==> src/rtl/procPkg.sv <==
package procPkg;

    // Memory-mapped I/O region and register addresses
    localparam logic [31:0] ioBase  = 32'hFFFF_FC00;
    localparam logic [31:0] ledAddr = 32'hFFFF_FC60;
    localparam logic [31:0] swAddr  = 32'hFFFF_FC70;
    localparam logic [31:0] segAddr = 32'hFFFF_FC80;

    typedef struct packed {
        logic        rw;        // 1 is a write
        logic [31:0] addr;
        logic [31:0] writeData;
    } cpuReqT;

    typedef struct packed {
        logic [31:0] addr;
        logic [31:0] data;
    } memWriteT;

    typedef enum logic [1:0] {
        Idle,
        MissWait,
        Respond
    } cacheStateT;

    // Active-low cathodes with segment a in bit 0 and segment g in bit 6
    function automatic logic [6:0] segPattern(input logic [3:0] digit);
        logic [6:0] pattern;
        case (digit)
            4'h0: pattern = 7'h40;
            4'h1: pattern = 7'h79;
            4'h2: pattern = 7'h24;
            4'h3: pattern = 7'h30;
            4'h4: pattern = 7'h19;
            4'h5: pattern = 7'h12;
            4'h6: pattern = 7'h02;
            4'h7: pattern = 7'h78;
            4'h8: pattern = 7'h00;
            4'h9: pattern = 7'h10;
            4'hA: pattern = 7'h08;
            4'hB: pattern = 7'h03;
            4'hC: pattern = 7'h46;
            4'hD: pattern = 7'h21;
            4'hE: pattern = 7'h06;
            default: pattern = 7'h0E;
        endcase
        return pattern;
    endfunction

endpackage
==> src/rtl/PeripheralBlock.sv <==
`timescale 1ns/1ps

module PeripheralBlock (
    input  logic        CLK,
    input  logic        reset,
    input  logic [31:0] ioAddr,
    input  logic [31:0] ioWriteData,
    input  logic        ioWE,
    output logic [31:0] ioReadData,
    input  logic [15:0] sw,
    output logic [15:0] led,
    output logic [31:0] segValue
);
    import procPkg::*;

    logic        ioRegion;
    logic        ledSel;
    logic        swSel;
    logic        segSel;
    logic [15:0] ledReg;
    logic [31:0] segReg;

    // Upper bits pick the I/O page, low ten bits pick the register
    assign ioRegion = (ioAddr[31:10] == ioBase[31:10]);
    assign ledSel   = ioRegion && (ioAddr[9:0] == ledAddr[9:0]);
    assign swSel    = ioRegion && (ioAddr[9:0] == swAddr[9:0]);
    assign segSel   = ioRegion && (ioAddr[9:0] == segAddr[9:0]);

    always_ff @(posedge CLK) begin
        if (reset) begin
            ledReg <= '0;
            segReg <= '0;
        end else if (ioWE) begin
            if (ledSel) begin
                ledReg <= ioWriteData[15:0];
            end
            if (segSel) begin
                segReg <= ioWriteData;
            end
        end
    end

    always_comb begin
        ioReadData = '0;               // Unmapped addresses read zero
        if (ledSel) begin
            ioReadData = {16'h0000, ledReg};
        end else if (swSel) begin
            ioReadData = {16'h0000, sw};
        end else if (segSel) begin
            ioReadData = segReg;
        end
    end

    assign led      = ledReg;
    assign segValue = segReg;

endmodule

==> config.mk <==
export PLATFORM = sky130hd
export DESIGN_NAME = PeripheralBlock
export DESIGN_NICKNAME = d
export VERILOG_FILES = /design/src/rtl/procPkg.sv /design/src/rtl/PeripheralBlock.sv
export SDC_FILE = /design/constraint.sdc
export NUM_CORES = 1
export LEC_CHECK = 0
export BUFFER_PORTS_ARGS = -buffer_cell sky130_fd_sc_hd__buf_2
export CAP_MARGIN = 20
export CORE_MARGIN = 2
export CORE_UTILIZATION = 30
export DETAILED_ROUTE_END_ITERATION = 16
export PLACE_DENSITY_LB_ADDON = 0.2
export SYNTH_ARGS = -nofsm -noshare
export SYNTH_HDL_FRONTEND = slang
export SYNTH_SLANG_ARGS = --single-unit
export TNS_END_PERCENT = 10
==> constraint.sdc <==
create_clock -name CLK -period 4.75 [get_ports CLK]
set_input_delay 0.2375 -clock CLK [delete_from_list [all_inputs] [get_ports CLK]]
set_output_delay 0.2375 -clock CLK [all_outputs]
set_load 0.005 [all_outputs]
# Yosys cells after proc, flatten, opt, wreduce, memory -nomap -nowiden
# Index checks and enable logic that the tools add are counted.
[totals]
mem_count = 0
register_bits = 48
latchBits = 0
ramBits = 0
mem_bits_ro = 0
in_bits = 83
[classes]
n_mul = 0
n_eq_ne = 4
n_bitwise = 0
shift = 0
n_mux = 3
magnitude_cmp = 0
reduce_logical = 5
add_sub_neg = 0
div_mod_pow = 0
[op_table]
columns = ["cell", "n"]
rows = [
  ["2-to-1 mux 32 bit", 3],
  ["== test 22 bit (second input constant)", 1],
  ["== test 10 x 7 -> 1 bit (second input constant)", 2],
  ["== test 10 x 8 -> 1 bit (second input constant)", 1],
  ["AND reduction 2 bit", 2],
  ["logical AND 1 bit", 3],
]

# Depth between registers and ports, before layout
[logic_depth]
depth_word = 5
depth_mapped = 8
mapped_depth_nobuf = 5

# Worst setup path before layout
# OpenSTA, ideal clock, no wires.
[synth_path]
path_type = "input port to output port"
startpoint = "input port ioAddr[8]"
endpoint = "output port ioReadData[6]"
arrival_time_ns = 1.864
setup_slack_ns = 2.648
path_buffers = 2
path_stages = 7
required_ns = 4.513
path_cell_list = "nand4bb_1 -> or4_4 -> buf_6 -> nor2_1 -> buf_2 -> nand4_1 -> a31oi_1"
[synth_via]
elab_chain_len = 5
[synth_rtl]
columns = ["element", "line", "rtl"]
rows = [
  ["start, declared", "PeripheralBlock.sv:6", "input logic [31:0] ioAddr,"],
  ["== test 10 x 8 -> 1 bit", "PeripheralBlock.sv:27", "assign segSel = ioRegion && (ioAddr[9:0] == segAddr[9:0]);"],
  ["logical AND 1 bit", "PeripheralBlock.sv:27", ""],
  ["2-to-1 mux 32 bit", "PeripheralBlock.sv:49", "end else if (segSel) begin"],
  ["2-to-1 mux 32 bit", "PeripheralBlock.sv:47", "end else if (swSel) begin"],
  ["2-to-1 mux 32 bit *", "PeripheralBlock.sv:45", "if (ledSel) begin"],
  ["end, declared", "PeripheralBlock.sv:9", "output logic [31:0] ioReadData,"],
]
# Every way passes the cells marked *; elsewhere a longest branch is shown, timed or not.

# Worst setup path after layout
[layout_path]
startpoint = "input port ioAddr[1]"
endpoint = "output port ioReadData[14]"
# The elaborated chain is that of the path after synthesis.

==> results.toml <==
[min_path]
hold_class = "input pin to flip-flop"

[synthesis]
synthXorXnorAreaFrac_pct = 0
synth_warnings = 0
synth-compound-area-share_pct = 14.6
synth_top_family_by_area = "simple AND/OR/NAND/NOR gates"
synth_top_area_share_pct = 37.6
synthTopCellsByArea = "dfxtp_1, a21oi_2, nand2_1"
synth_mux_area_share_pct = 6.26
syn_nets = 388
yosys.area_share.simple_pct = 34.6
syn_area_mm2 = 0.00256
synth_top_cell_by_area = "dfxtp_1"
synth.distinct_cells = 29
ys_seq_elements = 48
postSynthAreaPerCell_um2 = 8.39
synthAdderAreaFrac_pct = 0
netlist_instances = 305
yosysSeqAreaShare_pct = 37.6

[grt]
grt_pass1_wl_um = 12100
track_usage_pct = 17.0
antenna_found_initial = 0
grt_pass1_vias = 2410
gr-total-overflow = 0
globalRouteMet1Util_pct = 20.9
met3_usage_pct = 5.25
busiest_layer = "met2"
use_met2_pct = 29.3
grt_max_degree = 49

[timing]
period_minus_slack_ns = 2.70
tightestPinTransition_ns = 0.696
final_min_period_over_clock_period_pct = 56.8
finClkSkew_ns = 0
finalMaxSlewViolations = 0
setup_ws_ns = 2.05
rsz0062_at_grt = "false"
final-setup-viol-count = 0
maxSlewHeadroom_pct = 53.6
max_freq_ghz = 0.371
tns_ns = 0
hold_viol_final = 0

[floorplan]
chipWidth_um = 96.3
ios = 163
design.core.area_mm2 = 0.00826
num_rows = 33
die_area_mm2 = 0.00928
die_h_um = 96.3
initial_core_util_pct = 31.0

[placement]
dpl_worst_slack_ns = 1.86
hpwl_um = 5600
portBuffers = 162
routabilityCongestion = 0.728

[final_layout]
layout_commonest_cell = "buf_2"
area_growth_pct = 37.0
layout-drive-gt1-share_pct = 53.1
final_cell_mix = "buf_2, nand2_1, dfxtp_1"
diodes = 0
fin_util_pct = 42.4
nets = 536

[clocking]
post_cts_buffers = 0
cts_hold_buf = 0
ctsResizeCount = 0
cts_tree = "yes"
clockRootBuffer = "clkbuf_8"
cts_buffers = 5
insertion_delay_ns = 0.29
cts_htree_levels = 2
ctsLongestPathBuffers = 2
numClockSinks = 48
clkTransAtPathRegs_ns = 0.09

[pwr]
total_power_mw = 0.750
internal_power_mw = 0.585
p_switching_mw = 0.165
clkPwrFrac_pct = 39.2
pwr-share-comb_pct = 7.2
power.leakage_nw = 1.60
power_density_mw_per_mm2 = 214
ir_drop_mv = 0.144
switching_share_pct = 22.0
power_frac_seq_pct = 53.6

[run_status]
status = "finished clean"

[setup_path]
cpMaxStageDelayCell = "nor4b_1"
crit_fanout = 10
cp-end-kind = "output pin"
worst-path-buf-inv = 3
cp-start-kind = "input pin"
path_cells = "buf_2 > nor4b_1 > nand3_1 > nor2_1 > buf_4 > nand4_1 > a31oi_1 > buf_2"
crit_arrival_ns = 2.46
critPathMostFrequentCell = "buf_2"
cpLargestDelayFamily = "simple AND/OR/NAND/NOR gates"
rrSetupSlack_ns = 4.10
cp.required_ns = 4.51
critPathMaxStageDelay_ns = 0.56
path_class = "input pin to output pin"

[route]
vias = 2649
viasPerCell = 4.74
ant_nets = 0
drt_iter0_drc = 62
wl_per_cell_um = 14.2
routed_wl_um = 7960
drt_pass1_iterations = 5
remaining_drc_errors = 0

[run]
cap_violations = 0
-- cell usage after synthesis --
master / number
nor3_4: 1
a21oi_2: 30
nor4b_1: 1
buf_6: 3
clkbuf_1: 14
or4_4: 2
nand4bb_1: 1
mux2i_1: 16
inv_1: 1
buf_1: 1
buf_2: 5
nand4_1: 20
nor2_1: 34
and2_1: 16
nor4bb_1: 1
dfxtp_1: 48
nand2_1: 51
a31oi_1: 16
and4b_1: 1
nand3_1: 2
and3b_1: 1
a21oi_1: 2
nand2_2: 30
or2_2: 1
and4_1: 1
nor3_2: 1
nand4b_1: 1
buf_12: 3
nor4_4: 1
-- logic make-up after synthesis --
| family | after synthesis |
|---|---|
| AOI/OAI and AO/OA | 48 |
| buffers and inverters | 27 |
| DFF | 48 |
| muxes | 16 |
| and+or+nand+nor | 166 |
-- tightest hold or removal path, delay by kind of cell --
kind / cells / cell delay [ns]
AOI/OAI and AO/OA: 1 / 0.05
buffers and inverters: 1 / 0.09
and+or+nand+nor: 1 / 0.04
-- state kept, by name (all words and copies together), names as in the netlist --
name,cells
segValue,32
led,16
-- per-stage QoR --
| stage | instance area (um^2) | hold slack [ns] | cells |
|---|---|---|---|
| global route | 3500 | 0.156 | 559 |
| global placement | 3350 | 0.450 | 549 |
| CTS | 3460 | 0.155 | 557 |
| floorplan | 2560 | 0.378 | 305 |
| detailed placement | 3350 | 0.455 | 549 |
| finish | 3500 | 0.165 | 559 |
-- worst paths after layout --
path                         from             end  cells after the start
hold reg to reg      segValue[24]    segValue[24]                      2
setup reg to reg      segValue[3]     segValue[3]                      2
setup / recovery        ioAddr[1]  ioReadData[14]                      8
hold / removal    ioWriteData[31]    segValue[31]                      3
-- power by group through the flow --
stage	sequential [mW]	clock [mW]	combinational (mW)
floorplan	0.411	0	0.0156
global placement	0.411	0	0.0537
detailed placement	0.411	0	0.0539
CTS	0.402	0.308	0.0542
global route	0.402	0.323	0.0594
finish	0.402	0.294	0.0540
-- routing by layer --
layer | share of wire [%] | up-vias
li1 | - | 1335
met2 | 47 | 114
met1 | 43 | 1194
met4 | 1.0 | 0
met5 | 0 | -
met3 | 8.3 | 6
-- cell type report --
class,count,area [um^2]
well taps,105,131
clock inverters,3,42.5
flip-flops and latches,48,961
repair buffers,167,872
clock buffers,5,68.8
inverters,1,3.75
multi-input cells,230,1420
fillers,870,4750
(Power assumes the default switching activity.)
