==> src/rtl/procPkg.sv <==
package procPkg;

    // Memory-mapped I/O region and register addresses
    localparam logic [31:0] ioBase  = 32'hFFFF_FC00;
    localparam logic [31:0] ledAddr = 32'hFFFF_FC60;
    localparam logic [31:0] swAddr  = 32'hFFFF_FC70;
    localparam logic [31:0] segAddr = 32'hFFFF_FC80;

    typedef struct packed {
        logic        rw;        // 1 is a write
        logic [31:0] addr;
        logic [31:0] writeData;
    } cpuReqT;

    typedef struct packed {
        logic [31:0] addr;
        logic [31:0] data;
    } memWriteT;

    typedef enum logic [1:0] {
        Idle,
        MissWait,
        Respond
    } cacheStateT;

    // Active-low cathodes with segment a in bit 0 and segment g in bit 6
    function automatic logic [6:0] segPattern(input logic [3:0] digit);
        logic [6:0] pattern;
        case (digit)
            4'h0: pattern = 7'h40;
            4'h1: pattern = 7'h79;
            4'h2: pattern = 7'h24;
            4'h3: pattern = 7'h30;
            4'h4: pattern = 7'h19;
            4'h5: pattern = 7'h12;
            4'h6: pattern = 7'h02;
            4'h7: pattern = 7'h78;
            4'h8: pattern = 7'h00;
            4'h9: pattern = 7'h10;
            4'hA: pattern = 7'h08;
            4'hB: pattern = 7'h03;
            4'hC: pattern = 7'h46;
            4'hD: pattern = 7'h21;
            4'hE: pattern = 7'h06;
            default: pattern = 7'h0E;
        endcase
        return pattern;
    endfunction

endpackage
==> src/rtl/CacheController.sv <==
`timescale 1ns/1ps

module CacheController (
    input  logic              CLK,
    input  logic              reset,
    input  logic              cacheValid,
    input  procPkg::cpuReqT   cacheReq,
    output logic              cacheReadReady,
    output logic [31:0]       cacheReadData,
    input  logic              hit,
    input  logic [31:0]       hitData,
    output logic              lineWrite,
    output logic [31:0]       lineData,
    output logic              memReadValid,
    output logic [31:0]       memReadAddr,
    input  logic              memReadReady,
    input  logic [31:0]       memReadData,
    output logic              memWriteValid,
    output procPkg::memWriteT memWrite
);
    import procPkg::*;

    cacheStateT  state;
    logic [31:0] reqAddr;      // Address of the read being served
    logic [31:0] readDataReg;
    logic        readAccept;
    logic        writeAccept;

    assign readAccept  = (state == Idle) && cacheValid && !cacheReq.rw;
    assign writeAccept = (state == Idle) && cacheValid && cacheReq.rw;

    // Store and memory share this address; live request while Idle
    assign memReadAddr = (state == Idle) ? cacheReq.addr : reqAddr;

    assign memReadValid   = (state == MissWait);
    assign cacheReadReady = (state == Respond);
    assign cacheReadData  = readDataReg;

    // Fill on memory return, or update a hit line on write-through
    assign lineWrite = (writeAccept && hit) || ((state == MissWait) && memReadReady);
    assign lineData  = (state == MissWait) ? memReadData : cacheReq.writeData;

    always_ff @(posedge CLK) begin
        if (reset) begin
            state         <= Idle;
            memWriteValid <= 1'b0;
        end else begin
            memWriteValid <= writeAccept;  // Strobe one cycle after accept
            case (state)
                Idle: begin
                    if (readAccept) begin
                        state <= hit ? Respond : MissWait;
                    end
                end
                MissWait: begin
                    if (memReadReady) begin
                        state <= Respond;
                    end
                end
                Respond: state <= Idle;    // Core drops the request here
                default: state <= Idle;
            endcase
        end
    end

    always_ff @(posedge CLK) begin
        if (readAccept) begin
            reqAddr     <= cacheReq.addr;
            readDataReg <= hitData;
        end else if ((state == MissWait) && memReadReady) begin
            readDataReg <= memReadData;
        end
        if (writeAccept) begin
            memWrite.addr <= cacheReq.addr;
            memWrite.data <= cacheReq.writeData;
        end
    end

    // Memory read request is a held level
    assert property (@(posedge CLK) disable iff (reset)
        memReadValid && !memReadReady |=> memReadValid);

    // Read response is always a single-cycle pulse
    assert property (@(posedge CLK) disable iff (reset)
        cacheReadReady |=> !cacheReadReady);

endmodule

==> config.mk <==
export PLATFORM = sky130hd
export DESIGN_NAME = CacheController
export DESIGN_NICKNAME = d
export VERILOG_FILES = /design/src/rtl/procPkg.sv /design/src/rtl/CacheController.sv
export SDC_FILE = /design/constraint.sdc
export NUM_CORES = 1
export LEC_CHECK = 0
export BUFFER_PORTS_ARGS = -buffer_cell sky130_fd_sc_hd__buf_4
export CELL_PAD_IN_SITES_DETAIL_PLACEMENT = 0
export CELL_PAD_IN_SITES_GLOBAL_PLACEMENT = 2
export CORE_MARGIN = 2
export CORE_UTILIZATION = 28
export DETAILED_ROUTE_END_ITERATION = 10
export PLACE_DENSITY = 0.88
export SLEW_MARGIN = 20
export SYNTH_ARGS = -nofsm -noshare
export SYNTH_HDL_FRONTEND = slang
export SYNTH_SLANG_ARGS = --single-unit
==> constraint.sdc <==
create_clock -name CLK -period 4.01 [get_ports CLK]
set_input_delay 0.2005 -clock CLK [delete_from_list [all_inputs] [get_ports CLK]]
set_output_delay 0.2005 -clock CLK [all_outputs]
set_load 0.05 [all_outputs]
## Word level (Yosys, flattened, before mapping)

Cells that the tools add are included.

| storage, ports and cells | value |
|---|---|
| register bits after elaboration | 131 |
| logic and storage cells | 28 |
| output and inout port bits | 164 |
| input bits | 134 |

| operators by class | value |
|---|---|
| eq/ne operators | 4 |
| multiplexer cells | 8 |
| reduce and logical (&&, ||, !) cells | 10 |

Operators with widths:

| cell | count |
|---|---|
| 2-to-1 mux 32 bit | 4 |
| 2-to-1 mux 2 bit | 3 |
| logical AND 1 bit | 5 |
| one-hot mux 2 bit (2 select lines) | 1 |
| equality test 2 x 1 -> 1 bit, second input constant | 1 |
| equality test 2 bit, second input constant | 1 |
| logical NOT 2 bit | 1 |
| != test 2 x 1 -> 1 bit, second input constant | 1 |
| != test 2 bit, second input constant | 1 |
| AND reduction 2 bit | 1 |
| nonzero test 2 bit | 1 |
| logical NOT 1 bit | 1 |
| logical OR 1 bit | 1 |

## Logic depth before layout (Yosys ltp)

| logic depth | value |
|---|---|
| depth in word-level cells | 5 |
| gate-level depth with buffers | 5 |
| gate-level depth less buffers | 3 |

## Worst setup path after synthesis

Ideal clock, no wire load.

| path | value |
|---|---|
| path kind | register to register |
| start point | register state[0] |
| end point | register memWrite[0] (netlist bit), enable pin |
| slack | 1014 ps |
| stages on the path, launching flop included | 5 |
| data arrival time | 2566 ps |
| library setup time | 429 ps |
| cells stage by stage | dfxtp_1 buf_4 nor2_1 buf_2 and3_1 |

| on the way | value |
|---|---|
| longest elaborated chain between the ends | 3 |

Ends and longest elaborated chain:

| what | RTL line | text |
|---|---|---|
| from (decl) | CacheController.sv:23 | `cacheStateT state;` |
| from (signal assigned) | CacheController.sv:45 | `state <= Idle;` |
| from (signal assigned) | CacheController.sv:52 | `state <= hit ? Respond : MissWait;` |
| from (signal assigned) | CacheController.sv:57 | `state <= Respond;` |
| logical NOT 2 bit | CacheController.sv:30 | `assign writeAccept = (state == Idle) && cacheValid && cacheReq.rw;` |
| logical AND 1 bit (2 in series) | CacheController.sv:30 |  |
| named net writeAccept | CacheController.sv:27 | `logic writeAccept;` |
| to (decl) | CacheController.sv:19 | `output procPkg::memWriteT memWrite` |

The timed path passes the listed nets, and every way through them passes these cells.
A chain may end at the register's enable or synchronous reset.

## Worst setup path after layout

| path | value |
|---|---|
| start point | register state[1] |
| end point | output port lineData[31] |

| on the way | value |
|---|---|
| longest elaborated chain between the ends | 2 |

Ends and longest elaborated chain:

| what | RTL line | text |
|---|---|---|
| equality test 2 x 1 -> 1 bit | CacheController.sv:41 | `assign lineData = (state == MissWait) ? memReadData : cacheReq.writeData;` |
| 2-to-1 mux 32 bit | CacheController.sv:41 |  |
| to (decl) | CacheController.sv:13 | `output logic [31:0] lineData,` |

Every way passes these cells.

==> flow_summary.ini <==
[status]
status = complete, no violations

[cells_and_area]
area_delta_synth_final_pct = 72.7
final_util_pct = 49.6
nNetsFinal = 762
final_cell_mix = 301 x buf_4, 128 x edfxtp_1, 94 x mux2_2
drive_gt1_share_pct = 66.8
mostFrequentLayoutCell = buf_4
diodes = 0

[flow_run]
maxCapViolations = 0

[power]
peakVddDrop_uv = 286
total_leakage_power_nw = 3.70
cellPowerDensity_nw_per_um2 = 469

[routing]
drt_iter0_markers = 115
detail-route-antenna-nets = 0
num_vias = 3725
drc_errors = 0
wl_per_cell_um = 16.5
finalWirelength_um = 14300
vias_per_cell = 4.28
firstDrtPassIters = 4

[timing]
skew_ps = 5.91
slew_violations = 0
relSlewSlack_pct = 36.7
rsz0062_at_grt = false
final-setup-viol-count = 0
period_needed_ps = 2610
max_freq_ghz = 0.382
worst_pin_slew_ps = 950
hold_viol = 0
fin_setup_tns_ps = 0
period_share_pct = 65.2

[worst_setup_path]
critPathBufInv = 2
endpoint_kind = primary output
crit_slowest_cell = nand2b_2
path_class = reg -> out
slowest_delay_ps = 750
arrival_ps = 2410
crit_family = simple AND/OR/NAND/NOR gates
cp_data_required_time_ps = 3810
cp_max_fo = 32
crit_chain = nand2b_2 -> inv_1 -> mux2_2 -> buf_4
start_kind = flip-flop

[grt]
gr-total-overflow = 0
grtUsageTotal_pct = 14.4
grt_max_degree = 65
antenna_found_initial = 0
grt_pass1_wl_um = 21700
grt_pass1_vias = 4049

[die]
dieArea_sq_um = 19700
io_pins = 298
core_area_sq_um = 18100
die-height_um = 140
die_w_um = 140
row_count = 49
initial_core_util_pct = 28.7

[yosys]
yosysSeqAreaShare_pct = 75.1
synth_xor_area_share_pct = 0
synth_compound_area_share_pct = 0.602
ys_warn_count = 0
synth_simple_gate_area_share_pct = 1.71
syn_inst = 256
avgSynthCellArea_sq_um = 20.3
synth_top_family_by_area = multiplexers
synthDistinctLibCells = 22
synthMuxAreaShare_pct = 20.8
synthAdderAreaFrac_pct = 0
syn-num-nets = 390
synth.cell_area_sq_um = 5190
ys_ff_latch = 131

[placed_design]
dp_hpwl_um = 10300
port_buffers = 297
place.gp.congestion = 0.832

[cts]
clk_latency_ps = 400
cts_buffer_depth = 2
cts_tree = built
post_cts_buffers = 0
cts-root-buf = clkbuf_16
numCtsBuffers = 17
cts_sinks = 131
clkSlewWorstSetupHoldPaths_ps = 60
htreeDepth = 4

[worst_hold_path]
hold_path_class = in -> reg
[cell type report]
class | instances | area (sq um)
clock buffers | 19 | 433
clock inverters | 13 | 230
fillers | 1567 | 9110
inverters | 1 | 3.75
multi-input cells | 112 | 1220
flip-flops and latches | 131 | 3900
well taps | 229 | 287
repair buffers | 365 | 2900
[cells by family after synthesis]
family / Yosys count
AOI/OAI and AO/OA: 4
muxes: 96
DFF: 131
buffers and inverters: 13
and+or+nand+nor: 12
[state kept, by name, indices dropped and copies added, names as in the netlist]
name / count
cacheReadData: 32
memWrite: 64
memWriteValid: 1
reqAddr: 32
state: 2
[worst register-to-register path: cells and delay by family (launching register included)]
| kind | cells | cell delay [ps] |
|---|---|---|
| AO/OA/AOI/OAI | 1 | 150 |
| buffers and inverters | 2 | 710 |
| flip-flops | 1 | 550 |
| AND/OR/NAND/NOR | 1 | 550 |
[what timing repair did]
item	4_1_cts	5_1_grt
endpoints found under the hold margin	96	0
resized for setup	0	0
hold buffers	64	0
[where the power goes]
part           leakage, nW  internal, mW  switching, mW
combinational         2.17         0.328          0.533
clock                0.316          1.17          0.567
sequential            1.22          1.59         0.0198
total                 3.70          3.09           1.12
[per-stage QoR]
stage / instances / hold slack [ps] / setup slack [ps] / power (mW) / cell area [sq um]
6_report: 870 / 82.6 / 1400 / 4.21 / 8970
5_1_grt: 870 / 68.2 / 1250 / 4.34 / 8970
4_1_cts: 870 / 57.2 / 1330 / 4.25 / 8970
3_5_place_dp: 774 / 388 / 1640 / 2.45 / 7670
3_3_place_gp: 774 / 388 / 1770 / 2.45 / 7670
2_1_floorplan: 256 / 299 / 1010 / 2.15 / 5190
[synth_stat cells]
cell / n / area [sq um]
a22o_1: 1 / 8.76
a32o_1: 1 / 10.0
buf_6: 4 / 45.0
buf_4: 1 / 7.51
dfxtp_1: 3 / 60.1
nor2_1: 4 / 15.0
nor2b_1: 1 / 6.26
mux2_2: 94 / 1060
a21oi_1: 1 / 5.00
mux2_1: 2 / 22.5
nand2b_1: 1 / 6.26
clkbuf_1: 1 / 3.75
nor4b_4: 1 / 23.8
buf_2: 6 / 30.0
and4b_1: 1 / 10.0
and3_1: 1 / 6.26
inv_1: 1 / 3.75
nor4b_1: 1 / 8.76
edfxtp_1: 128 / 3840
a21o_1: 1 / 7.51
nand4b_1: 1 / 8.76
nand2_1: 1 / 3.75
[worst paths after layout]
check             cells after the start                end       start  slack, ps
setup / recovery                      4       lineData[31]    state[1]       1400
hold / removal                        2   cacheReadData[9]  hitData[9]         80
setup reg to reg                      4  cacheReadData[29]    state[0]       1670
hold reg to reg                       2           state[1]    state[1]        720
[routing by layer]
metal | share of wire [%] | up-vias | GRT usage, %
met3 | 8.8 | 22 | 5.50
li1 | - | 1764 | -
met5 | 0 | - | 0
met4 | 2.1 | 0 | 6.01
met1 | 39 | 1739 | 15.7
met2 | 51 | 200 | 24.9
Note: power is estimated with default switching activity, not from simulation.
