## config.mk

```make
export PLATFORM = sky130hd
export DESIGN_NAME = SegmentScanner
export DESIGN_NICKNAME = d
export VERILOG_FILES = /design/src/rtl/procPkg.sv /design/src/rtl/SegmentScanner.sv
export SDC_FILE = /design/constraint.sdc
export NUM_CORES = 1
export LEC_CHECK = 0
export ABC_AREA = 1
export BUFFER_PORTS_ARGS = -buffer_cell sky130_fd_sc_hd__buf_2
export CAP_MARGIN = 30
export CORE_MARGIN = 3
export CORE_UTILIZATION = 47
export CTS_CLUSTER_DIAMETER = 120
export CTS_CLUSTER_SIZE = 28
export DETAILED_ROUTE_END_ITERATION = 16
export PLACE_DENSITY = 0.77
export SETUP_SLACK_MARGIN = 0.15
export SLEW_MARGIN = 15
export SYNTH_ARGS = -nofsm -noshare
export SYNTH_HDL_FRONTEND = slang
export SYNTH_SLANG_ARGS = --single-unit
```

## constraint.sdc

```tcl
create_clock -name CLK -period 2.2 [get_ports CLK]
set_input_delay 0.22 -clock CLK [delete_from_list [all_inputs] [get_ports CLK]]
set_output_delay 0.22 -clock CLK [all_outputs]
set_load 0.02 [all_outputs]
```

## src/rtl/procPkg.sv

```systemverilog
package procPkg;

    // Memory-mapped I/O region and register addresses
    localparam logic [31:0] ioBase  = 32'hFFFF_FC00;
    localparam logic [31:0] ledAddr = 32'hFFFF_FC60;
    localparam logic [31:0] swAddr  = 32'hFFFF_FC70;
    localparam logic [31:0] segAddr = 32'hFFFF_FC80;

    typedef struct packed {
        logic        rw;        // 1 is a write
        logic [31:0] addr;
        logic [31:0] writeData;
    } cpuReqT;

    typedef struct packed {
        logic [31:0] addr;
        logic [31:0] data;
    } memWriteT;

    typedef enum logic [1:0] {
        Idle,
        MissWait,
        Respond
    } cacheStateT;

    // Active-low cathodes with segment a in bit 0 and segment g in bit 6
    function automatic logic [6:0] segPattern(input logic [3:0] digit);
        logic [6:0] pattern;
        case (digit)
            4'h0: pattern = 7'h40;
            4'h1: pattern = 7'h79;
            4'h2: pattern = 7'h24;
            4'h3: pattern = 7'h30;
            4'h4: pattern = 7'h19;
            4'h5: pattern = 7'h12;
            4'h6: pattern = 7'h02;
            4'h7: pattern = 7'h78;
            4'h8: pattern = 7'h00;
            4'h9: pattern = 7'h10;
            4'hA: pattern = 7'h08;
            4'hB: pattern = 7'h03;
            4'hC: pattern = 7'h46;
            4'hD: pattern = 7'h21;
            4'hE: pattern = 7'h06;
            default: pattern = 7'h0E;
        endcase
        return pattern;
    endfunction

endpackage
```

## src/rtl/SegmentScanner.sv

```systemverilog
`timescale 1ns/1ps

module SegmentScanner #(
    parameter int scanDivider = 8
) (
    input  logic        CLK,
    input  logic        reset,
    input  logic [31:0] segValue,
    output logic [7:0]  sevenSegAn,
    output logic [6:0]  sevenSegCat
);
    import procPkg::*;

    localparam int divBits = $clog2(scanDivider + 1);

    logic [divBits-1:0] divCount;
    logic [2:0]         digit;
    logic [3:0]         nibble;

    always_ff @(posedge CLK) begin
        if (reset) begin
            divCount <= '0;
            digit    <= '0;
        end else if (divCount == divBits'(scanDivider - 1)) begin
            divCount <= '0;
            digit    <= digit + 1'b1;  // Wraps after digit 7
        end else begin
            divCount <= divCount + 1'b1;
        end
    end

    assign nibble      = segValue[digit*4 +: 4];
    assign sevenSegAn  = ~(8'b0000_0001 << digit);
    assign sevenSegCat = segPattern(nibble);

    // One digit lit at a time
    assert property (@(posedge CLK) disable iff (reset) $onehot(~sevenSegAn));

endmodule

```

**Word-level counts from Yosys, hierarchy flattened**

Memory sizes are Yosys's and may differ from the RTL's.
Cells that the tools add are included.
Widths: inputs -> output; s select.

- Reductions and logical operators: 1
- Equality and inequality tests: 1
- Shift operators: 2
- $add $sub $neg: 2
- Bitwise gates (word level): 1

Operators with widths:

| cell | count |
|---|---|
| $shiftx 32x6->4 | 1 |
| $not 8->8 | 1 |
| $shl 1x3->8 const A | 1 |
| $add 4x1->4 const B | 1 |
| $eq 4x3->1 const B | 1 |
| $add 3x1->3 const B | 1 |
| $reduce_or 2->1 | 1 |

- Word-level logic and storage cells: 10
- Memories kept: 1
- Register bits: 7
- ROM bits: 112

Memories:

| memory | depth | bits a word | read ports | clocked after memory_dff | write ports | line | source |
|---|---|---|---|---|---|---|---|
| (no name shown) | 16 | 7 | 1 | 0 | 0 | procPkg.sv:29 | `case (digit)` |

**Depth between registers and ports, before layout**

Gate-level depths: netlist of the first run.

- Depth in word-level cells: 2
- Depth in mapped cells: 14

**Least setup slack after synthesis of the first run**

OpenSTA, ideal clock, no wires.

- Path type: register to output
- From: register digit[0]
- To: output port sevenSegCat[2]
- Stages on the path, launching flop included: 12
- Slack: 0.304 ns
- Path buffers: 2
- Data arrival time: 1.676 ns
- Cell sequence: dfxtp_1 -> buf_6 -> inv_4 -> buf_6 -> nand2_1 -> nand3_1 -> nand3_1 -> nand2_2 -> ha_1 -> inv_1 -> nand3_1 -> o21ai_1

- Cells in the longest elaborated chain, start to end: 2

RTL lines:

| item | line | source |
|---|---|---|
| start, declared | SegmentScanner.sv:17 | `logic [2:0] digit;` |
| start signal, assigned | SegmentScanner.sv:26 | `digit <= digit + 1'b1;` |
| $shiftx 32x6->4 | SegmentScanner.sv:32 | `assign nibble = segValue[digit*4 +: 4];` |
| $mem_v2 16x7 | n/a |  |
| end, declared | SegmentScanner.sv:10 | `output logic [6:0] sevenSegCat` |

No other way between the ends.

**Worst setup path in the final report of the first run**

Same ends and word-level chain as after synthesis.

==> flow_metrics.py, run 1 <==
metrics = {
    "outcome": {
        "status": "finished, final reports clean",
    },
    "worst_setup_path": {
        "end_kind": "output pin",
        "crit_family": "simple AND/OR/NAND/NOR gates",
        "cp.arrival_ns": 1.84,
        "slowest_stage": "dfxtp_4",
        "crit_top_cell": "nand2_1",
        "worstSetupStartpointType": "flop",
        "cp.required_ns": 1.98,
        "crit_type": "flop to output pin",
        "critPathBufInv": 3,
        "critical_path.max_stage_delay_ns": 0.40,
        "crit_chain": "buf_6, nand2_1, nand3_1, nand2_1, nand2_1, nand2_2, ha_2, inv_2, nand3_1, o21ai_1, buf_4",
        "cp_max_fo": 5,
    },
    "clocking": {
        "clock-root-buffer": "clkbuf_4",
        "ctsHoldBuffers": 0,
        "cts_tree": "yes",
        "cts-root-to-sink-buffers": 2,
        "clock-sinks": 7,
        "cts_buffers": 3,
        "clk_latency_ns": 0.26,
        "cts.htree.levels": 1,
        "clk_pin_slew_ns": 0.06,
    },
    "finish": {
        "nets": 294,
        "final_area_um2": 1551,
        "antenna_cells": 0,
        "multi_input_area_um2": 894.6,
        "nFillCells": 180,
        "register_area_um2": 145.1,
        "syn2layout_area_growth_pct": 39.48,
        "drive_above_1_share": 0.3821,
    },
    "floorplan": {
        "die_h_um": 54.65,
        "start_util": 0.5292,
        "rows": 16,
        "fp.dieArea_um2": 2987,
        "core_area_um2": 2102,
        "die_w_um": 54.65,
        "ios": 49,
    },
    "drt": {
        "ant_nets": 0,
        "vias": 1305,
        "viasPerCell": 4.780,
        "route.detailed.drc": 0,
        "route.detailed.wl_per_inst_um": 10.68,
        "drt-initial-drc-count": 25,
        "routed_wl_mm": 2.915,
        "drt_pass1_iterations": 4,
    },
    "place": {
        "gp_congestion": 0.8379,
        "dpl.hpwl_mm": 2.075,
        "placed_cell_area_um2": 1370,
        "port_buffers": 48,
    },
    "sta": {
        "slew_violations": 0,
        "worst_slew_pin_slew_ns": 0.2653,
        "post-route-period-util": 0.9348,
        "fin_crit_ns": 2.057,
        "hold_violations": 0,
        "rsz0062_at_grt": "yes",
        "finClkSkew_ns": 0.009461,
        "fin_tns_setup_ns": 0,
        "setup_violations": 0,
        "fmax_mhz": 486.3,
        "maxSlewHeadroom": 0.8225,
    },
    "global_routing": {
        "grtUsageMet2": 0.2835,
        "antenna_found_initial": 0,
        "grt.total_usage": 0.1930,
        "grt_pass1_vias": 1044,
        "grt-busiest-layer": "met2",
        "grtUsageMet3": 0.05177,
        "use_met1": 0.2718,
        "overflow": 0,
        "grt_max_degree": 19,
        "grt_pass1_wl_mm": 4.305,
    },
    "power": {
        "p_int_mw": 0.2863,
        "p_sw_mw": 0.1646,
        "swShare": 0.3650,
        "vdd_ir_drop_max_mv": 0.4674,
        "p_clk_frac": 0.264,
        "p_leak_nw": 0.8876,
        "powerDensity_nw_per_um2": 290.6,
        "seq_power_share": 0.299,
        "share_comb_of_total_power": 0.437,
    },
    "logic_synthesis": {
        "synthesis.nets": 239,
        "synth_cells": 192,
        "syn-mean-instance-area_um2": 5.793,
        "synth_seq_cells": 7,
        "ys_warn_count": 0,
        "synth_seq_area_share": 0.1260,
        "syn_area_um2": 1112,
        "yosysUniqueCellTypes": 21,
    },
    "flow_run": {
        "maxCapViolCount": 0,
    },
    "hold_path": {
        "hold_class": "primary input to flop",
    },
}
[repair_timing]
action	CTS	global route
setup endpoints to repair	7	7
setup buffers	1	0
pin swaps	1	3
gates resized for setup	10	29
hold endpoints to repair	0	0
cloned	0	2
[logic make-up after synthesis]
kind of cell | count (synthesis) | synth area share
flip-flops | 7 | 0.1260
buffers and inverters | 39 | 0.1586
adder cells (fa/ha/maj) | 13 | 0.1462
AO/OA/AOI/OAI | 10 | 0.05174
AND/OR/NAND/NOR | 123 | 0.5174
[power by group through the flow]
stage / combinational, mW / clock (mW) / sequential [mW]
4_1_cts: 0.172 / 0.123 / 0.135
2_1_floorplan: 0.110 / 0 / 0.138
3_5_place_dp: 0.166 / 0 / 0.138
3_3_place_gp: 0.168 / 0 / 0.138
5_1_grt: 0.218 / 0.134 / 0.135
6_report: 0.197 / 0.119 / 0.135
[synthesized netlist by cell type]
master,instances,area [um^2]
inv_4,1,6.260
nand2_1,74,277.8
buf_4,1,7.510
o21ai_0,3,15.01
o21ai_1,1,5.000
o21ai_2,2,17.52
nor2_1,7,26.28
dfxtp_1,7,140.1
nand2_4,2,22.52
nand3_1,27,135.1
nand2_2,3,18.77
nor2_4,3,33.78
nand3b_1,2,15.01
or2_2,1,6.260
buf_6,3,33.78
inv_2,2,7.510
a21oi_1,4,20.02
ha_1,13,162.7
inv_1,31,116.4
nand3_2,4,40.04
buf_2,1,5.000
[flip-flops by register name (all words and copies together) (netlist names)]
register,flops
digit,3
divCount,4
[stage by stage]
step	std cells	power, mW	utilization	hold slack, ns	setup slack [ns]
after floorplan	192	0.2476	-	0.4015	0.3037
after global placement	266	0.3058	0.6518	0.4270	0.2407
after detailed placement	266	0.3046	0.6518	0.4399	0.2736
after CTS	271	0.4299	0.6792	0.2456	0.1458
after global routing	273	0.4875	0.7381	0.2651	0.04886
final	273	0.4509	0.7381	0.2533	0.1435
[worst paths after layout]
check | startpoint | endpoint | cells after the start | slack [ns]
min reg2reg | divCount[0] | divCount[0] | 1 | 0.44
max reg2reg | divCount[0] | digit[1] | 6 | 0.97
min | reset | divCount[2] | 4 | 0.25
max | digit[0] | sevenSegCat[2] | 11 | 0.14
[cell type report]
| cell class | count | area share |
|---|---|---|
| Clock buffer | 4 | 0.01694 |
| Tap cell | 27 | 0.02177 |
| Timing Repair Buffer | 54 | 0.2008 |
| Sequential cell | 7 | 0.09355 |
| Multi-Input combinational cell | 147 | 0.5766 |
| Inverter | 34 | 0.09032 |
[cell usage in the layout (no fill, tap or decap)]
| cell type | instances |
|---|---|
| inv_8 | 1 |
| o21ai_1 | 1 |
| buf_4 | 9 |
| nor2_1 | 7 |
| inv_1 | 29 |
| buf_2 | 42 |
| nand3_1 | 21 |
| o21ai_2 | 2 |
| nand2_4 | 4 |
| nand2_2 | 7 |
| ha_4 | 1 |
| inv_2 | 2 |
| dfxtp_2 | 1 |
| buf_6 | 3 |
| inv_4 | 2 |
| o21ai_0 | 3 |
| nand3b_1 | 2 |
| ha_1 | 10 |
| nand2_1 | 69 |
| nand3_4 | 3 |
| clkbuf_1 | 1 |
| or2_2 | 1 |
| clkbuf_4 | 3 |
| nand3_2 | 7 |
| a21oi_1 | 4 |
| ha_2 | 2 |
| dfxtp_1 | 5 |
| nor2_4 | 3 |
| dfxtp_4 | 1 |
[worst min-delay path, delay by kind of cell]
kind	cells	cell delay, ns
AND/OR/NAND/NOR	2	0.11
buffers and inverters	2	0.14
[routing by layer]
layer	wire length, um	vias up	part of all wire
met4	24	0	0.0082
met3	215	4	0.074
li1	-	700	-
met5	0	-	0
met2	1256	54	0.43
met1	1419	547	0.49
Power figures use the tool's default switching activity.
==> run 2, diff against run 1 <==
ABC_AREA = not set   (was 1)
CORE_UTILIZATION = 44   (was 47)
PLACE_DENSITY = 0.76   (was 0.77)
==> flow_metrics.py, run 2 <==
metrics = {
    "outcome": {
        "status": "complete, but fails checks",
        "violations": "setup timing",
    },
    "sta": {
        "setup_violations": 7,
        "fin_crit_ns": 2.528,
        "post-route-period-util": 1.149,
        "finClkSkew_ns": 0.01770,
        "hold_violations": 0,
        "rsz0062_at_grt": "yes",
        "slew_violations": 0,
        "fmax_mhz": 395.5,
        "worst_slew_pin_slew_ns": 0.4631,
        "worst_slack_ns": -0.3285,
        "maxSlewHeadroom": 0.6901,
        "hold_slack_ns": 0.1943,
    },
    "floorplan": {
        "start_util": 0.4925,
        "die_w_um": 51.38,
        "core_area_um2": 1839,
        "ios": 49,
        "rows": 15,
        "die_h_um": 51.38,
        "fp.dieArea_um2": 2639,
    },
    "place": {
        "dpl.hpwl_mm": 2.363,
        "gp_congestion": 0.7507,
        "dp_cells": 171,
        "placed_cell_area_um2": 1348,
        "port_buffers": 48,
    },
    "finish": {
        "nets": 205,
        "fin_util": 0.8218,
        "top_regs": "divCount: 4 flops, digit: 3 flops",
        "layoutNonFillerInstCount": 182,
        "nFillCells": 118,
        "final_area_um2": 1511,
        "largest_register": "divCount",
        "drive_above_1_share": 0.6624,
        "antenna_cells": 0,
        "syn2layout_area_growth_pct": 66.85,
        "layout.cells.most_common": "buf_2",
        "mostFrequentLayoutCells": "42 x buf_2, 15 x buf_4, 11 x buf_6",
        "largest_reg_flops": 4,
    },
    "power": {
        "swShare": 0.3489,
        "p_sw_mw": 0.1760,
        "p_clk_frac": 0.272,
        "seq_power_share": 0.269,
        "share_comb_of_total_power": 0.459,
        "total_power_mw": 0.5045,
        "p_int_mw": 0.3285,
        "vdd_ir_drop_max_mv": 0.3253,
        "powerDensity_nw_per_um2": 333.8,
        "p_leak_nw": 0.6905,
    },
    "clocking": {
        "ctsHoldBuffers": 0,
        "cts.htree.levels": 1,
        "clk_latency_ns": 0.29,
        "clock-root-buffer": "clkbuf_4",
        "cts_tree": "yes",
        "cts-root-to-sink-buffers": 2,
        "clock-sinks": 7,
        "clk_pin_slew_ns": 0.07,
        "cts_buffers": 3,
    },
    "worst_setup_path": {
        "reg2reg_depth": 5,
        "end_kind": "output pin",
        "cp_max_fo": 6,
        "worstSetupStartpointType": "flop",
        "crit_type": "flop to output pin",
        "cp.required_ns": 1.98,
        "cp.arrival_ns": 2.31,
    },
    "hold_path": {
        "whs_path_depth": 2,
        "hold_class": "primary input to flop",
    },
    "logic_synthesis": {
        "yosysUniqueCellTypes": 29,
        "synth_cells": 87,
        "synthFlopType": "dfxtp_1",
        "yosys.area.top_type": "ha_1",
        "synth_seq_area_share": 0.1547,
        "synthesis.nets": 134,
        "syn_area_um2": 905.9,
        "synth_top_area_frac": 0.1796,
        "syn-mean-instance-area_um2": 10.41,
        "ys_warn_count": 0,
        "yosysMostFrequentCell": "ha_1",
        "synth_area_leaders": "ha_1 18%, dfxtp_1 15%, mux4_1 12%",
        "ys_top_cells_by_count": "13 x ha_1, 8 x inv_1, 8 x mux2i_1",
        "synth_edf_count": 0,
        "ys_async_sr_fraction": 0,
        "synth_seq_cells": 7,
    },
    "global_routing": {
        "antenna_found_initial": 0,
        "grt_pass1_wl_mm": 4.629,
        "grt.total_usage": 0.2439,
        "grt_max_degree": 14,
        "overflow": 0,
        "grt_pass1_vias": 994,
    },
    "drt": {
        "drt_pass1_iterations": 4,
        "ant_nets": 0,
        "route.detailed.drc": 0,
        "route.detailed.wl_per_inst_um": 16.58,
        "drt-initial-drc-count": 12,
        "vias": 984,
        "viasPerCell": 5.407,
        "routed_wl_mm": 3.017,
    },
    "flow_run": {
        "maxCapViolCount": 0,
    },
}
## run 2: changes by cell type after synthesis, moves of 4 or more
cell | previous run | this run
nand3_2 | 4 | 0
mux4_2 | 0 | 4
nand2_1 | 74 | 7
inv_1 | 31 | 8
mux4_1 | 0 | 4
nand3_1 | 27 | 3
mux2i_1 | 0 | 8
## run 2: cell families (layout without fill, tap and decap cells)
logic type      count (synthesis)  count (layout)  synth area share
fa+ha+maj                      13              13            0.1796
flops                           7               7            0.1547
xor+xnor                        3               3           0.02901
simple gates                   23              23            0.1160
buf+inv                        12              82           0.06215
compound gates                  8               8           0.06353
mux                            21              21            0.3950
## run 2: final cells by class
class	count	area, um^2	area share
clock buffers	4	26.28	0.01738
well taps	25	31.28	0.02070
inverters	9	33.78	0.02235
repair buffers	69	466.7	0.3088
multi-input cells	68	809.5	0.5356
flip-flops and latches	7	143.9	0.09520
## run 2: per-stage QoR
step                setup slack, ns  TNS (ns)
floorplan                   0.01259         0
global placement           -0.03883  -0.07796
detailed placement          -0.1160   -0.4598
CTS                         -0.2999    -1.895
global route                -0.3979    -2.445
finish                      -0.3285    -1.935
## run 2: path summary, 6_finish.rpt
path,from,to,slack [ns]
min reg2reg,divCount[0],divCount[0],0.49
min,reset,digit[2],0.19
max,digit[0],sevenSegCat[3],-0.33
max reg2reg,divCount[0],digit[1],0.79
## run 2: what timing repair did
action                                  in CTS  in global routing
gates resized for setup                     14                 11
setup buffers                                4                  3
endpoints found under the setup margin       7                  7
pin swaps                                    3                  2
## run 2: layer usage
metal / share of wire / up-vias / global-route usage
met4: 0.044 / 0 / 0.1135
met5: 0 / - / 0
met2: 0.54 / 54 / 0.4619
met1: 0.35 / 462 / 0.2473
met3: 0.066 / 13 / 0.05539
li1: - / 455 / -
## run 2: critical path, stage by stage (launching register included)
cell	delay, ns
dfxtp_4	0.40
mux4_2	0.53
mux2i_4	0.28
inv_2	0.10
ha_2	0.23
mux2i_1	0.20
mux2i_2	0.11
buf_4	0.17
## run 2: power by group through the flow
| stage | Sequential, mW | Clock (mW) | Combinational [mW] |
|---|---|---|---|
| 2_1_floorplan | 0.138 | 0 | 0.117 |
| 3_3_place_gp | 0.139 | 0 | 0.183 |
| 3_5_place_dp | 0.140 | 0 | 0.193 |
| 4_1_cts | 0.136 | 0.131 | 0.212 |
| 5_1_grt | 0.137 | 0.150 | 0.247 |
| 6_report | 0.136 | 0.137 | 0.232 |
==> run 3, diff against run 2 <==
CTS_BUF_LIST = sky130_fd_sc_hd__clkbuf_16   (was not set)
SETUP_SLACK_MARGIN = not set   (was 0.15)
==> flow_metrics.py, run 3 (synthesis gave the netlist of run 2 again) <==
metrics = {
    "power": {
        "total_power_mw": 0.6567,
        "vdd_ir_drop_max_mv": 0.5805,
        "powerDensity_nw_per_um2": 434.8,
        "p_leak_nw": 0.6900,
    },
    "global_routing": {
        "grt.total_usage": 0.2384,
        "grt_pass1_wl_mm": 4.609,
        "grt_pass1_vias": 987,
        "overflow": 0,
        "antenna_found_initial": 0,
        "grt_max_degree": 10,
    },
    "finish": {
        "nets": 202,
        "top_regs": "divCount: 4 flops, digit: 3 flops",
        "register_area_um2": 143.9,
        "largest_reg_flops": 4,
        "drive_above_1_share": 0.6688,
        "antenna_cells": 0,
        "multi_input_area_um2": 799.5,
        "layout.cells.most_common": "buf_2",
        "largest_register": "divCount",
        "nFillCells": 112,
        "syn2layout_area_growth_pct": 66.71,
        "mostFrequentLayoutCells": "41 x buf_2, 17 x buf_4, 9 x ha_1",
    },
    "worst_setup_path": {
        "cp.required_ns": 1.98,
        "worstSetupStartpointType": "flop",
        "cp.arrival_ns": 2.26,
        "end_kind": "output pin",
        "cp_max_fo": 8,
        "crit_type": "flop to output pin",
    },
    "outcome": {
        "violations": "setup timing",
        "status": "complete, but fails checks",
    },
    "place": {
        "dpl.hpwl_mm": 2.130,
        "gp_congestion": 0.7999,
        "port_buffers": 48,
    },
    "sta": {
        "fmax_mhz": 402.4,
        "fin_tns_setup_ns": -1.510,
        "fin_crit_ns": 2.485,
        "worst_slew_pin_slew_ns": 0.4714,
        "setup_violations": 7,
        "hold_violations": 0,
        "finClkSkew_ns": 0.0006654,
        "slew_violations": 0,
        "hold_slack_ns": 0.2527,
        "maxSlewHeadroom": 0.6846,
        "worst_slack_ns": -0.2849,
        "post-route-period-util": 1.129,
        "rsz0062_at_grt": "yes",
    },
    "drt": {
        "viasPerCell": 5.408,
        "route.detailed.drc": 0,
        "routed_wl_mm": 2.857,
        "ant_nets": 0,
        "drt_pass1_iterations": 4,
        "route.detailed.wl_per_inst_um": 15.96,
        "vias": 968,
        "drt-initial-drc-count": 10,
    },
    "flow_run": {
        "maxCapViolCount": 0,
    },
    "clocking": {
        "cts-root-to-sink-buffers": 2,
        "cts_buffers": 3,
        "clk_latency_ns": 0.23,
        "clk_pin_slew_ns": 0.04,
        "clock-root-buffer": "clkbuf_16",
        "clock-sinks": 7,
        "ctsHoldBuffers": 0,
        "cts_tree": "yes",
        "cts.htree.levels": 1,
    },
    "floorplan": {
        "core_area_um2": 1839,
        "die_w_um": 51.38,
        "fp.dieArea_um2": 2639,
        "start_util": 0.4925,
        "die_h_um": 51.38,
        "ios": 49,
        "rows": 15,
    },
    "hold_path": {
        "hold_class": "primary input to flop",
    },
}
run 3: cell count changes in the layout (fill, tap and decap cells not counted), moves of 2 or more:
cell / change
buf_4: +2
buf_6: -3
clkbuf_16: +3
clkbuf_4: -3
run 3: final timing paths:
kind	startpoint	to	slack [ns]	cells past startpoint
max	digit[0]	sevenSegCat[4]	-0.28	7
min	reset	digit[0]	0.25	2
max reg2reg	divCount[0]	digit[1]	0.72	5
min reg2reg	divCount[0]	divCount[0]	0.50	1
run 3: worst max-delay path, cell delays in order (launching register included):
cell and delay (ns):
dfxtp_4 0.41, mux4_2 0.55, mux2i_4 0.24, inv_2 0.10, ha_2 0.18, mux2_4 0.29
o21ai_4 0.14, buf_6 0.13
run 3: layout make-up:
class	instances	area share
sequential	7	0.09528
clock buffer	3	0.04971
multi-input combinational	68	0.5294
inverter	9	0.02237
timing repair buffer	66	0.2800
tap	25	0.02071
clock inverter	1	0.002485
run 3: layer usage:
| layer | global-route usage | vias up | part of all wire |
|---|---|---|---|
| li1 | - | 446 | - |
| met1 | 0.2581 | 463 | 0.34 |
| met2 | 0.4470 | 51 | 0.57 |
| met3 | 0.04665 | 8 | 0.057 |
| met4 | 0.09170 | 0 | 0.025 |
| met5 | 0 | - | 0 |
run 3: repair_timing:
action / in CTS / in global routing
pin swaps: 6 / 0
endpoints found under the setup margin: 7 / 7
gates resized for setup: 22 / 5
buffers inserted: 2 / 2
run 3: through the flow:
step | util | worst slack [ns] | area [um^2] | cells
3_5_place_dp | 0.7102 | -0.1187 | 1306 | 171
6_report | 0.8211 | -0.2849 | 1510 | 179
5_1_grt | 0.8211 | -0.3629 | 1510 | 179
2_1_floorplan | - | 0.004164 | 953.4 | 87
4_1_cts | 0.8007 | -0.2354 | 1473 | 177
3_3_place_gp | 0.7102 | -0.05337 | 1306 | 171
run 3: power by group:
group / internal [mW] / switching (mW)
registers: 0.132 / 0.00470
logic: 0.118 / 0.0977
clock network: 0.236 / 0.0679
